<file path="config.mk">
export PLATFORM = sky130hd
export DESIGN_NAME = controlPath
export DESIGN_NICKNAME = d
export VERILOG_FILES = /design/src/hw/riscvPkg.sv /design/src/hw/control.sv /design/src/hw/aluDecode.sv /design/src/hw/immExtend.sv /design/src/hw/decodeExecuteReg.sv /design/src/hw/alu.sv /design/src/hw/executeStage.sv /design/src/hw/controlPath.sv
export SDC_FILE = /design/constraint.sdc
export NUM_CORES = 1
export LEC_CHECK = 0
export BUFFER_PORTS_ARGS = -buffer_cell sky130_fd_sc_hd__clkbuf_2
export CAP_MARGIN = 5
export CORE_UTILIZATION = 40
export DETAILED_ROUTE_END_ITERATION = 10
export GPL_TIMING_DRIVEN = 0
export PLACE_DENSITY_LB_ADDON = 0.1
export SLEW_MARGIN = 25
export SYNTH_ARGS = -nofsm -noshare
export SYNTH_HDL_FRONTEND = slang
export SYNTH_SLANG_ARGS = --single-unit
</file>
<file path="constraint.sdc">
create_clock -name clk -period 8.11 [get_ports clk]
set_clock_uncertainty 0.2 [all_clocks]
set_input_delay 1.622 -clock clk [delete_from_list [all_inputs] [get_ports clk]]
set_output_delay 1.622 -clock clk [all_outputs]
set_load 0.01 [all_outputs]
</file>
<file path="src/hw/riscvPkg.sv">
package riscvPkg;

    localparam int xlen = 32; // RV32I word width

    typedef logic [xlen-1:0] wordT;   // data or address
    typedef logic [31:0]     instrT;  // raw instruction
    typedef logic [6:0]      opcodeT;
    typedef logic [2:0]      funct3T;
    typedef logic [4:0]      regAddrT;
    typedef logic [2:0]      aluOpT;     // class from main decoder
    typedef logic [3:0]      aluCtrlT;   // alu operation select
    typedef logic [2:0]      immSrcT;    // immediate format
    typedef logic [1:0]      resultSrcT; // writeback source
    typedef logic [1:0]      pcSrcT;     // next pc select

    // base opcodes
    localparam opcodeT opRType  = 7'b0110011;
    localparam opcodeT opIType  = 7'b0010011;
    localparam opcodeT opLoad   = 7'b0000011;
    localparam opcodeT opStore  = 7'b0100011;
    localparam opcodeT opBranch = 7'b1100011;
    localparam opcodeT opJal    = 7'b1101111;
    localparam opcodeT opJalr   = 7'b1100111;
    localparam opcodeT opLui    = 7'b0110111;
    localparam opcodeT opAuipc  = 7'b0010111;

    // alu op classes, jal and jalr share the jump class
    localparam aluOpT aluOpR      = 3'b000;
    localparam aluOpT aluOpI      = 3'b001;
    localparam aluOpT aluOpLoad   = 3'b010;
    localparam aluOpT aluOpStore  = 3'b011;
    localparam aluOpT aluOpBranch = 3'b100;
    localparam aluOpT aluOpJump   = 3'b101;
    localparam aluOpT aluOpLui    = 3'b110;
    localparam aluOpT aluOpAuipc  = 3'b111;

    // alu control codes
    localparam aluCtrlT aluAdd   = 4'd0;
    localparam aluCtrlT aluSub   = 4'd1;
    localparam aluCtrlT aluAnd   = 4'd2;
    localparam aluCtrlT aluOr    = 4'd3;
    localparam aluCtrlT aluXor   = 4'd4;
    localparam aluCtrlT aluSlt   = 4'd5;
    localparam aluCtrlT aluSltu  = 4'd6;
    localparam aluCtrlT aluSll   = 4'd7;
    localparam aluCtrlT aluSrl   = 4'd8;
    localparam aluCtrlT aluSra   = 4'd9;
    localparam aluCtrlT aluPassB = 4'd10;

    // immediate formats
    localparam immSrcT immI = 3'b000;
    localparam immSrcT immS = 3'b001;
    localparam immSrcT immB = 3'b010;
    localparam immSrcT immU = 3'b011;
    localparam immSrcT immJ = 3'b100;

    // branch funct3
    localparam funct3T f3Beq  = 3'b000;
    localparam funct3T f3Bne  = 3'b001;
    localparam funct3T f3Blt  = 3'b100;
    localparam funct3T f3Bge  = 3'b101;
    localparam funct3T f3Bltu = 3'b110;
    localparam funct3T f3Bgeu = 3'b111;

endpackage

</file>
<file path="src/hw/control.sv">
`timescale 1ns/1ps

module control (
    input  riscvPkg::opcodeT    opcode,     // instr 6:0 in decode
    input  logic                flagE,      // branch taken, from execute
    output riscvPkg::pcSrcT     pcSrcD,
    output riscvPkg::resultSrcT resultSrcD,
    output logic                memWriteD,
    output logic                aluSrcD,
    output riscvPkg::immSrcT    immSrcD,
    output logic                regWriteD,
    output riscvPkg::aluOpT     aluOpD,     // to aluDecode
    output logic                jalrD
);

    always_comb begin
        // defaults match an unknown opcode, nothing written
        aluOpD     = riscvPkg::aluOpR;
        resultSrcD = 2'b00;           // alu result
        memWriteD  = 1'b0;
        aluSrcD    = 1'b0;            // rs2
        immSrcD    = riscvPkg::immI;
        regWriteD  = 1'b0;
        jalrD      = 1'b0;
        pcSrcD     = 2'b00;           // pc + 4

        case (opcode)
            riscvPkg::opRType: begin
                aluOpD    = riscvPkg::aluOpR;
                regWriteD = 1'b1;
            end
            riscvPkg::opIType: begin
                aluOpD    = riscvPkg::aluOpI;
                aluSrcD   = 1'b1;
                immSrcD   = riscvPkg::immI;
                regWriteD = 1'b1;
            end
            riscvPkg::opLoad: begin
                aluOpD     = riscvPkg::aluOpLoad;
                resultSrcD = 2'b01;   // memory read data
                aluSrcD    = 1'b1;
                immSrcD    = riscvPkg::immI;
                regWriteD  = 1'b1;
            end
            riscvPkg::opStore: begin
                aluOpD    = riscvPkg::aluOpStore;
                memWriteD = 1'b1;
                aluSrcD   = 1'b1;
                immSrcD   = riscvPkg::immS;
            end
            riscvPkg::opBranch: begin
                aluOpD  = riscvPkg::aluOpBranch;
                immSrcD = riscvPkg::immB;
                pcSrcD  = flagE ? 2'b01 : 2'b00; // flag belongs to execute instr
            end
            riscvPkg::opJal: begin
                aluOpD     = riscvPkg::aluOpJump;
                resultSrcD = 2'b10;   // link value
                aluSrcD    = 1'b1;
                immSrcD    = riscvPkg::immJ;
                regWriteD  = 1'b1;
                pcSrcD     = 2'b01;   // pc + imm
            end
            riscvPkg::opJalr: begin
                aluOpD     = riscvPkg::aluOpJump; // jalr flag splits it later
                resultSrcD = 2'b10;
                aluSrcD    = 1'b1;
                immSrcD    = riscvPkg::immI;      // 12 bit offset on rs1
                regWriteD  = 1'b1;
                jalrD      = 1'b1;
                pcSrcD     = 2'b11;   // rs1 + imm
            end
            riscvPkg::opLui: begin
                aluOpD    = riscvPkg::aluOpLui;
                aluSrcD   = 1'b1;
                immSrcD   = riscvPkg::immU;
                regWriteD = 1'b1;     // result src stays at alu
            end
            riscvPkg::opAuipc: begin
                aluOpD     = riscvPkg::aluOpAuipc;
                resultSrcD = 2'b11;
                aluSrcD    = 1'b1;
                immSrcD    = riscvPkg::immU;
                regWriteD  = 1'b1;
            end
            default: begin
                aluOpD = riscvPkg::aluOpR; // illegal, treated as no-op
            end
        endcase
    end

endmodule

</file>
<file path="src/hw/aluDecode.sv">
`timescale 1ns/1ps

module aluDecode (
    input  riscvPkg::aluOpT   aluOp,
    input  riscvPkg::funct3T  funct3,
    input  logic              funct7b5, // instr bit 30
    output riscvPkg::aluCtrlT aluCtrl
);

    riscvPkg::aluCtrlT opCtrl; // funct3 based choice for r and i class

    // shared funct3 table, sub only allowed for r class
    always_comb begin
        case (funct3)
            3'b000: begin
                if (aluOp == riscvPkg::aluOpR && funct7b5) begin
                    opCtrl = riscvPkg::aluSub;
                end else begin
                    opCtrl = riscvPkg::aluAdd; // addi ignores bit 30
                end
            end
            3'b001: opCtrl = riscvPkg::aluSll;
            3'b010: opCtrl = riscvPkg::aluSlt;
            3'b011: opCtrl = riscvPkg::aluSltu;
            3'b100: opCtrl = riscvPkg::aluXor;
            3'b101: opCtrl = funct7b5 ? riscvPkg::aluSra : riscvPkg::aluSrl;
            3'b110: opCtrl = riscvPkg::aluOr;
            default: opCtrl = riscvPkg::aluAnd; // 111
        endcase
    end

    always_comb begin
        case (aluOp)
            riscvPkg::aluOpR,
            riscvPkg::aluOpI:   aluCtrl = opCtrl;
            riscvPkg::aluOpLui: aluCtrl = riscvPkg::aluPassB; // imm straight through
            default:            aluCtrl = riscvPkg::aluAdd;   // address or target
        endcase
    end

endmodule

</file>
<file path="src/hw/immExtend.sv">
`timescale 1ns/1ps

module immExtend (
    input  riscvPkg::instrT  instr,
    input  riscvPkg::immSrcT immSrc,
    output riscvPkg::wordT   immExt
);

    always_comb begin
        case (immSrc)
            riscvPkg::immS: immExt = {{20{instr[31]}}, instr[31:25], instr[11:7]};
            riscvPkg::immB: immExt = {{20{instr[31]}}, instr[7], instr[30:25],
                                      instr[11:8], 1'b0};           // 13 bit, even
            riscvPkg::immU: immExt = {instr[31:12], 12'b0};         // upper 20
            riscvPkg::immJ: immExt = {{12{instr[31]}}, instr[19:12], instr[20],
                                      instr[30:21], 1'b0};          // 21 bit, even
            default:        immExt = {{20{instr[31]}}, instr[31:20]}; // i format
        endcase
    end

endmodule

</file>
<file path="src/hw/decodeExecuteReg.sv">
`timescale 1ns/1ps

module decodeExecuteReg (
    input  logic                clk,
    input  logic                rst,
    input  logic                flush,      // insert bubble
    input  logic                regWriteD,
    input  logic                memWriteD,
    input  riscvPkg::resultSrcT resultSrcD,
    input  logic                aluSrcD,
    input  logic                jalrD,
    input  riscvPkg::aluOpT     aluOpD,
    input  riscvPkg::aluCtrlT   aluCtrlD,
    input  riscvPkg::funct3T    funct3D,
    input  riscvPkg::regAddrT   rdD,
    input  riscvPkg::wordT      pcD,
    input  riscvPkg::wordT      rs1DataD,
    input  riscvPkg::wordT      rs2DataD,
    input  riscvPkg::wordT      immExtD,
    output logic                regWriteE,
    output logic                memWriteE,
    output riscvPkg::resultSrcT resultSrcE,
    output logic                aluSrcE,
    output logic                jalrE,
    output riscvPkg::aluOpT     aluOpE,
    output riscvPkg::aluCtrlT   aluCtrlE,
    output riscvPkg::funct3T    funct3E,
    output riscvPkg::regAddrT   rdE,
    output riscvPkg::wordT      pcE,
    output riscvPkg::wordT      rs1DataE,
    output riscvPkg::wordT      rs2DataE,
    output riscvPkg::wordT      immExtE
);

    always_ff @(posedge clk) begin
        if (rst || flush) begin // flush wins over load
            regWriteE  <= 1'b0;
            memWriteE  <= 1'b0;
            resultSrcE <= '0;
            aluSrcE    <= 1'b0;
            jalrE      <= 1'b0;
            aluOpE     <= '0;   // r class, never flags a branch
            aluCtrlE   <= '0;
            funct3E    <= '0;
            rdE        <= '0;
            pcE        <= '0;
            rs1DataE   <= '0;
            rs2DataE   <= '0;
            immExtE    <= '0;
        end else begin
            regWriteE  <= regWriteD;
            memWriteE  <= memWriteD;
            resultSrcE <= resultSrcD;
            aluSrcE    <= aluSrcD;
            jalrE      <= jalrD;
            aluOpE     <= aluOpD;
            aluCtrlE   <= aluCtrlD;
            funct3E    <= funct3D;
            rdE        <= rdD;
            pcE        <= pcD;
            rs1DataE   <= rs1DataD;
            rs2DataE   <= rs2DataD;
            immExtE    <= immExtD;
        end
    end

endmodule

</file>
<file path="src/hw/alu.sv">
`timescale 1ns/1ps

module alu (
    input  riscvPkg::wordT    srcA,
    input  riscvPkg::wordT    srcB,
    input  riscvPkg::aluCtrlT aluCtrl,
    output riscvPkg::wordT    result
);

    logic [4:0] shamt; // only low 5 bits shift
    logic       ltS;   // signed less than
    logic       ltU;   // unsigned less than

    assign shamt = srcB[4:0];
    assign ltS   = $signed(srcA) < $signed(srcB);
    assign ltU   = srcA < srcB;

    always_comb begin
        case (aluCtrl)
            riscvPkg::aluAdd:   result = srcA + srcB;
            riscvPkg::aluSub:   result = srcA - srcB;
            riscvPkg::aluAnd:   result = srcA & srcB;
            riscvPkg::aluOr:    result = srcA | srcB;
            riscvPkg::aluXor:   result = srcA ^ srcB;
            riscvPkg::aluSlt:   result = {31'b0, ltS}; // 0 or 1
            riscvPkg::aluSltu:  result = {31'b0, ltU};
            riscvPkg::aluSll:   result = srcA << shamt;
            riscvPkg::aluSrl:   result = srcA >> shamt;
            riscvPkg::aluSra:   result = riscvPkg::wordT'($signed(srcA) >>> shamt);
            riscvPkg::aluPassB: result = srcB;          // lui
            default:            result = '0;
        endcase
    end

endmodule

</file>
<file path="src/hw/executeStage.sv">
`timescale 1ns/1ps

module executeStage (
    input  riscvPkg::aluOpT   aluOp,
    input  riscvPkg::aluCtrlT aluCtrl,
    input  logic              aluSrc,   // 1 picks immediate
    input  logic              jalr,
    input  riscvPkg::funct3T  funct3,
    input  riscvPkg::wordT    pc,
    input  riscvPkg::wordT    rs1Data,
    input  riscvPkg::wordT    rs2Data,
    input  riscvPkg::wordT    immExt,
    output riscvPkg::wordT    aluResult,
    output logic              flag      // branch condition holds
);

    riscvPkg::wordT srcA;
    riscvPkg::wordT srcB;
    logic           usePc; // pc relative classes

    assign usePc = (aluOp == riscvPkg::aluOpBranch) || (aluOp == riscvPkg::aluOpAuipc)
                || (aluOp == riscvPkg::aluOpJump && !jalr);
    assign srcA  = usePc ? pc : rs1Data;
    assign srcB  = aluSrc ? immExt : rs2Data;

    alu aluInst (
        .srcA    (srcA),
        .srcB    (srcB),
        .aluCtrl (aluCtrl),
        .result  (aluResult)
    );

    // compare registers directly, alu is busy with the target
    always_comb begin
        flag = 1'b0;
        if (aluOp == riscvPkg::aluOpBranch) begin
            case (funct3)
                riscvPkg::f3Beq:  flag = rs1Data == rs2Data;
                riscvPkg::f3Bne:  flag = rs1Data != rs2Data;
                riscvPkg::f3Blt:  flag = $signed(rs1Data) < $signed(rs2Data);
                riscvPkg::f3Bge:  flag = $signed(rs1Data) >= $signed(rs2Data);
                riscvPkg::f3Bltu: flag = rs1Data < rs2Data;
                riscvPkg::f3Bgeu: flag = rs1Data >= rs2Data;
                default:          flag = 1'b0; // 010, 011 undefined
            endcase
        end
    end

endmodule

</file>
<file path="src/hw/controlPath.sv">
`timescale 1ns/1ps

module controlPath (
    input  logic                clk,
    input  logic                rst,
    input  logic                flushE,
    input  riscvPkg::instrT     instrD,
    input  riscvPkg::wordT      pcD,
    input  riscvPkg::wordT      rs1DataD,
    input  riscvPkg::wordT      rs2DataD,
    output riscvPkg::pcSrcT     pcSrcD,     // same cycle as instrD
    output riscvPkg::wordT      aluResultE,
    output riscvPkg::wordT      writeDataE, // store data
    output riscvPkg::regAddrT   rdE,
    output logic                regWriteE,
    output logic                memWriteE,
    output riscvPkg::resultSrcT resultSrcE,
    output logic                flagE
);

    riscvPkg::opcodeT    opcodeD;
    riscvPkg::funct3T    funct3D;
    riscvPkg::regAddrT   rdD;
    logic                funct7b5D;
    riscvPkg::resultSrcT resultSrcD;
    logic                memWriteD, aluSrcD, regWriteD, jalrD;
    riscvPkg::immSrcT    immSrcD;
    riscvPkg::aluOpT     aluOpD;
    riscvPkg::aluCtrlT   aluCtrlD;
    riscvPkg::wordT      immExtD;
    logic                aluSrcE, jalrE;
    riscvPkg::aluOpT     aluOpE;
    riscvPkg::aluCtrlT   aluCtrlE;
    riscvPkg::funct3T    funct3E;
    riscvPkg::wordT      pcE, rs1DataE, immExtE;

    // instruction fields
    assign opcodeD   = instrD[6:0];
    assign rdD       = instrD[11:7];
    assign funct3D   = instrD[14:12];
    assign funct7b5D = instrD[30];

    control controlInst (
        .opcode     (opcodeD),
        .flagE      (flagE),      // loops back from execute
        .pcSrcD     (pcSrcD),
        .resultSrcD (resultSrcD),
        .memWriteD  (memWriteD),
        .aluSrcD    (aluSrcD),
        .immSrcD    (immSrcD),
        .regWriteD  (regWriteD),
        .aluOpD     (aluOpD),
        .jalrD      (jalrD)
    );

    aluDecode aluDecodeInst (
        .aluOp    (aluOpD),
        .funct3   (funct3D),
        .funct7b5 (funct7b5D),
        .aluCtrl  (aluCtrlD)
    );

    immExtend immExtendInst (
        .instr  (instrD),
        .immSrc (immSrcD),
        .immExt (immExtD)
    );

    decodeExecuteReg deRegInst (
        .clk        (clk),
        .rst        (rst),
        .flush      (flushE),
        .regWriteD  (regWriteD),
        .memWriteD  (memWriteD),
        .resultSrcD (resultSrcD),
        .aluSrcD    (aluSrcD),
        .jalrD      (jalrD),
        .aluOpD     (aluOpD),
        .aluCtrlD   (aluCtrlD),
        .funct3D    (funct3D),
        .rdD        (rdD),
        .pcD        (pcD),
        .rs1DataD   (rs1DataD),
        .rs2DataD   (rs2DataD),
        .immExtD    (immExtD),
        .regWriteE  (regWriteE),
        .memWriteE  (memWriteE),
        .resultSrcE (resultSrcE),
        .aluSrcE    (aluSrcE),
        .jalrE      (jalrE),
        .aluOpE     (aluOpE),
        .aluCtrlE   (aluCtrlE),
        .funct3E    (funct3E),
        .rdE        (rdE),
        .pcE        (pcE),
        .rs1DataE   (rs1DataE),
        .rs2DataE   (writeDataE), // rs2 doubles as store data
        .immExtE    (immExtE)
    );

    executeStage executeInst (
        .aluOp     (aluOpE),
        .aluCtrl   (aluCtrlE),
        .aluSrc    (aluSrcE),
        .jalr      (jalrE),
        .funct3    (funct3E),
        .pc        (pcE),
        .rs1Data   (rs1DataE),
        .rs2Data   (writeDataE),
        .immExt    (immExtE),
        .aluResult (aluResultE),
        .flag      (flagE)
    );

endmodule

</file>
==> metrics.md, run 1 <==
| Metric | Value |
|---|---|
| Distinct cells, synth | 81 |
| Crit share post-route | 0.978 |
| Post-synthesis async set-or-reset flop share | 0 |
| Status | complete, no violations |
| First-pass GRT wire length | 111000 um |
| Initial Util | 0.405 |
| Syn Area/Cell | around 7.4 um2 |
| RSZ-0062 raised after global routing | no |
| Via count | 17900 |
| Syn Nets | 2332 |
| Die Y | slightly below 200 um |
| Max-slew headroom | 0.280 |
| CP Capture Type | primary output |
| Share of layout cells above drive strength 1 | 0.159 |
| Die extent in x | between 150 and 200 um |
| Vias in the first global route | about 17000 |
| RePlAce Congestion | between 1 and 1.5 |
| Final setup vio count | 0 |
| H-tree level count | 4 |
| Drt drc | 0 |
| Final ANT Viol Nets | 0 |
| Max Cap Viol | 0 |
| Port Buf Inserts | 203 |
| Hold_sp | instrD[17] |
| Synth Cell Area | about 15000 um2 |
| LEAKAGE | between 7 and 8 nW |
| Clock transition at the registers of the reported paths | around 0.060 ns |
| Postcts setup bufs | 0 |
| GR Overflow Total | 0 |
| Seq cells post-synth | approximately 150 |
| Top cells by area, synth | dfxtp_1, ha_1, mux2i_1, a21oi_1, o21ai_0 |
| CP Class | flip-flop to primary output |
| Antenna violations before repair | 1 |
| Finished Layout Cells | between 2000 and 3000 |
| CP most frequent cell | buf_2 |
| WP data arrival | between 6 and 7 ns |
| Gr usage total | 0.394 |
| Clock Sinks | 149 |
| Max Clk Rate | ~0.13 GHz |
| Post-synth top area cell | dfxtp_1 |
| Cells after Synth | slightly above 2000 |
| Power Density | between 100 and 150 nW/um2 |
| Die area | roughly 39000 um2 |
| Max VDD drop | between 0.2 and 0.25 mV |
| DRT Wirelength | slightly below 80000 um |
| DR WL/cell | about 28 um |
| Row count | 71 |
| Fin. Hold Viols | 0 |
| Initial drt markers | around 2400 |
| Fin. max-slew vios | 0 |
| Area grow syn2layout | 15.7% |
| Sequential area share after synthesis | 0.196 |
| I/O pins | around 210 |
| Largest net degree at the start of global routing | 20 |
| Root buf cell | clkbuf_16 |
| Data required time of the worst path | between 6 and 7 ns |
| Minimum clock period | ~8 ns |
| Number of diodes | 0 |
| Vias/cell | about 6.4 |
| Synth Flop Type | dfxtp_1 |
| Crit. Startpoint | deRegInst.aluSrcE |
| Worst setup endpoint | aluResultE[29] |
| Slowest stage delay, CP | between 0.5 and 0.6 ns |
| TritonCTS clock tree | yes |
| Critical-path cell list | buf_2 -> o21a_1 -> buf_2 -> buf_4 -> clkdlybuf4s15_2 -> ha_1 -> buf_2 -> a211oi_1 -> o311ai_2 -> o21ai_2 -> a211oi_1 -> o21bai_1 -> a21oi_1 -> a2111oi_2 -> mux2i_1 -> a211o_1 -> clkbuf_2 |
| EDFF count, synth | 0 |
| WHS | 1.18 ns |
| Syn. warnings | 0 |
| Drt first pass iters | 6 |
| Inst Count DP | 2784 |
| Startpoint types | flip-flop |
| Worst-Margin Slew | between 1 and 1.5 ns |
| Worst min path class | input port to flip-flop |
| Core outline area | between 30000 and 40000 um2 |
| CTS Buf Count | 17 |
| Slowest-stage cell, CP | a211oi_1 |
| Clk buf depth | 2 |
| Area fraction of the dominant cell type after synthesis | 0.196 |
| Final #Nets | between 2000 and 3000 |
| Fillcell total | around 4000 |
| Crit path max fanout | 19 |
| Detailed placer's ending HPWL | between 60000 and 70000 um |
-- power breakdown --
group | switching (mW) | leakage (nW) | internal (mW)
registers | 0.0275 | 1.22 | 0.761
logic | 0.507 | 5.88 | 0.247
clock network | 0.326 | 0.276 | 0.443
-- cells in the mapped netlist, drive strengths merged, types with 20 or more instances --
cell,instances
a211oi,30
a21oi,168
a22oi,20
a31oi,21
and2,113
buf,56
clkbuf,94
dfxtp,149
ha,129
inv,133
mux2,31
mux2i,140
nand2,172
nand3,42
nor2,183
nor3,37
o211ai,27
o21ai,154
o221ai,66
o22ai,33
-- sequential cells by signal, indices dropped and copies added (netlist names), 3 cells and up --
signal,flops
deRegInst.immExtE,32
deRegInst.pcE,32
deRegInst.rs1DataE,32
deRegInst.rs2DataE,32
deRegInst.rdE,5
deRegInst.aluCtrlE,4
deRegInst.aluOpE,3
deRegInst.funct3E,3
-- how the worst min path moves through the flow --
stage	to	slack [ns]	cells past startpoint
2_1_floorplan	deRegInst.resultSrcE[0]	1.50	1
3_3_place_gp	deRegInst.rs2DataE[1]	1.62	2
3_5_place_dp	deRegInst.immExtE[19]	1.62	3
4_1_cts	deRegInst.immExtE[19]	1.16	3
5_1_grt	deRegInst.immExtE[16]	1.17	3
6_report	deRegInst.immExtE[17]	1.18	3
-- layout by cell type (no fill, tap or decap), drive strengths merged, types with 20 or more instances in the layout --
cell type / n
a21oi: 168
a22oi: 20
and2: 113
mux2: 31
o21ai: 154
o221ai: 66
a31oi: 21
buf: 50
a211oi: 30
o211ai: 27
nand2: 172
nand3: 42
dfxtp: 149
ha: 129
o22ai: 33
mux2i: 140
clkbuf: 316
nor3: 37
inv: 136
nor2: 183
-- layer usage --
metal,track usage,up-vias,wire [um]
li1,-,7964,-
met1,0.511,8505,31600
met2,0.614,1215,34100
met3,0.0656,197,7350
met4,0.230,2,5030
met5,0,-,11
-- timing repair --
| action | 4_1_cts | 5_1_grt |
|---|---|---|
| hold buffers | 0 | 0 |
| setup endpoints to repair | 13 | 9 |
| gates resized for setup | 18 | 18 |
-- kinds of logic (layout without fill, tap and decap cells) --
kind of cell / after synthesis / in the layout / synth area share
adder cells (fa/ha/maj): 131 / 131 / 0.109
multiplexers: 172 / 172 / 0.117
AND/OR/NAND/NOR: 634 / 634 / 0.197
AO/OA/AOI/OAI: 672 / 672 / 0.292
XOR/XNOR: 25 / 25 / 0.0144
buffers and inverters: 287 / 516 / 0.0754
flip-flops: 149 / 149 / 0.196
-- cell type report --
class                      instances  area, um2  share of cell area
inverter                         137        518              0.0294
timing repair buffer             203       1020              0.0577
multi-input combinational       1634      11200               0.638
sequential                       149       2980               0.169
clock inverter                    12        121             0.00689
tap                              511        639              0.0363
clock buffer                      20        457              0.0259
buffer                           144        637              0.0362
-- per-stage QoR --
step	cell area [um2]	setup WS [ns]	utilization	total power [mW]	setup TNS (ns)
after floorplan	15200	1.92	-	1.23	0
after global placement	16900	-0.659	0.449	1.52	-0.772
after detailed placement	16900	-0.633	0.451	1.52	-0.750
after CTS	17500	0.0238	0.467	2.29	0
after global routing	17600	0.0215	0.469	2.40	0
final	17600	0.180	0.469	2.31	0
-- worst max-delay path, delay by kind of cell (launching register included) --
family | cells | cell delay, ns
AOI/OAI and AO/OA | 9 | 2.64
DFF | 1 | 0.33
muxes | 1 | 0.53
adders and majority gates | 1 | 0.31
buffers and inverters | 6 | 1.82
Note: power is estimated with default switching activity, not from simulation.
==> inputs of run 2 (changes only) <==
==> constraint.sdc (replaced) <==
create_clock -name clk -period 7.1 [get_ports clk]
set_clock_uncertainty 0.2 [all_clocks]
set_input_delay 1.42 -clock clk [delete_from_list [all_inputs] [get_ports clk]]
set_output_delay 1.42 -clock clk [all_outputs]
set_load 0.01 [all_outputs]
==> metrics.md, run 2 (synthesized netlist as in run 1, its figures left out) <==
| Metric | Value |
|---|---|
| Status | complete, no violations (unchanged) |
| Final #Nets | 2549 (was 2548) |
| CTS Hold Buffers Added | 0 (unchanged) |
| Area grow syn2layout | 18.4% (was 15.7%) |
| Worst-Margin Slew | 1.10 ns (was 1.08 ns) |
| Initial drt markers | 2023 (was 2357) |
| Max-slew headroom | 0.246 (was 0.280) |
| Max Clk Rate | approximately 0.14 GHz |
| Minimum clock period | just over 7 ns |
| Drt first pass iters | 6 (unchanged) |
| Die area | 38800 um2 (unchanged) |
| Fin. max-slew vios | 0 (unchanged) |
| Setup TNS | 0 ns (unchanged) |
| Final worst slack | 0.0567 ns (was 0.180 ns) |
| Max VDD drop | 0.278 mV (was 0.245 mV) |
| Power Density | 148 nW/um2 (was 131 nW/um2) |
| Startpoint types | flip-flop (unchanged) |
| DRT Wirelength | 78600 um (was 78100 um) |
| Crit share post-route | 0.992 |
| CP Class | flip-flop to primary output (unchanged) |
| Post-place setup slack | -1.44 ns (was -0.633 ns) |
| Via count | 17800 (was 17900) |
| Gr usage total | 0.394 (about the same) |
| Row count | 71 (unchanged) |
| Clock Sinks | 149 (unchanged) |
| Share of layout cells above drive strength 1 | 0.178 (was 0.159) |
| WP data arrival | 5.42 ns (was 6.11 ns) |
| Fin. Hold Viols | 0 (unchanged) |
| First-pass GRT wire length | 112000 um (was 111000 um) |
| Clk buf depth | 2 (unchanged) |
| Drt drc | 0 (unchanged) |
| Most common cell after layout, fill and taps aside | clkbuf_2 (unchanged) |
| GR Overflow Total | 0 (unchanged) |
| GR Layer Usage met2 | 0.614 (about the same) |
| DR WL/cell | 28.0 um (was 27.8 um) |
| Finished Layout Cells | 2812 (was 2810) |
| Met1 GRT Util | 0.505 (was 0.511) |
| Vias/cell | 6.33 (was 6.36) |
| Inst Count DP | 2784 (unchanged) |
| Crit path max fanout | 18 (was 19) |
| Hold Path Stages | 3 (unchanged) |
| Clock transition at the registers of the reported paths | 0.06 ns (about the same) |
| CP Capture Type | primary output (unchanged) |
| LEAKAGE | 7.53 nW (was 7.37 nW) |
| Grt met3 use | 0.0753 (was 0.0656) |
| Data required time of the worst path | 5.48 ns (was 6.29 ns) |
| H-tree level count | 4 (unchanged) |
| Vias in the first global route | 16600 (was 16500) |
| Largest net degree at the start of global routing | 21 (was 20) |
| Root buf cell | clkbuf_16 (unchanged) |
| Most frequent cells in the layout | clkbuf_2, nor2_1, nand2_1 (unchanged) |
| GRT Max-Usage Layer | met2 (unchanged) |
| Die extent in x | 197 um (unchanged) |
| Final ANT Viol Nets | 0 (unchanged) |
| Initial Util | 0.405 (unchanged) |
| Worst min path class | input port to flip-flop (unchanged) |
| Port Buf Inserts | 203 (unchanged) |
| CTS Buf Count | 17 (unchanged) |
| Core outline area | 37600 um2 (unchanged) |
| WHS | 0.975 ns (was 1.18 ns) |
| Die Y | 197 um (unchanged) |
| Antenna violations before repair | 2 (was 1) |
| Detailed placer's ending HPWL | 63500 um (unchanged) |
| RePlAce Congestion | 1.05 (unchanged) |
| I/O pins | 207 (unchanged) |
| Max Cap Viol | 0 (unchanged) |
| TritonCTS clock tree | yes (unchanged) |
| Post-layout util | 0.480 (was 0.469) |
| Final setup vio count | 0 (unchanged) |
run 2: critical path, stage by stage, from the launching register on:
cell	delay, ns
dfxtp_1	0.31
clkbuf_4	0.21
nand2_1	0.10
o21a_1	0.24
clkinv_1	0.63
clkbuf_1	0.48
ha_1	0.39
or3_1	0.44
o311ai_4	0.34
o21ai_2	0.21
a31oi_1	0.54
nor2_1	0.07
o21ai_0	0.18
a22oi_1	0.10
xnor2_1	0.23
a211o_1	0.35
clkbuf_2	0.15
run 2: worst paths after layout:
kind	startpoint	endpoint	slack, ns
worst max-delay path	deRegInst.aluSrcE	aluResultE[19]	0.06
worst min-delay path	instrD[19]	deRegInst.immExtE[19]	0.98
run 2: per-stage QoR:
| step | total power, mW | cell area [um2] |
|---|---|---|
| after floorplan | 1.40 | 15200 |
| after global placement | 1.74 | 16900 |
| after detailed placement | 1.74 | 16900 |
| after CTS | 2.63 | 17800 |
| after global routing | 2.77 | 18000 |
| final | 2.67 | 18000 |
run 2: final cells by class:
type / instances / area (um2)
Antenna cell: 1 / 2.50
Clock inverter: 12 / 121
Sequential cell: 149 / 2980
Buffer: 133 / 632
Multi-Input combinational cell: 1634 / 11600
Tap cell: 511 / 639
Fill cell: 3891 / 19600
Clock buffer: 20 / 457
Inverter: 137 / 515
Timing Repair Buffer: 215 / 1120
run 2: timing repair:
action	4_1_cts	5_1_grt
buffers inserted	2	10
resized for setup	76	38
pin swaps	4	7
endpoints found under the setup margin	29	14
run 2: metal layers:
layer / up-vias / part of all wire
met5: - / 0.00022
met4: 2 / 0.066
met1: 8485 / 0.41
li1: 7977 / -
met3: 213 / 0.092
met2: 1122 / 0.44
run 2: report_power, final:
part           total [mW]  switching [mW]  internal (mW)
Sequential          0.901          0.0322          0.869
Clock               0.879           0.372          0.506
Combinational       0.889           0.592          0.297
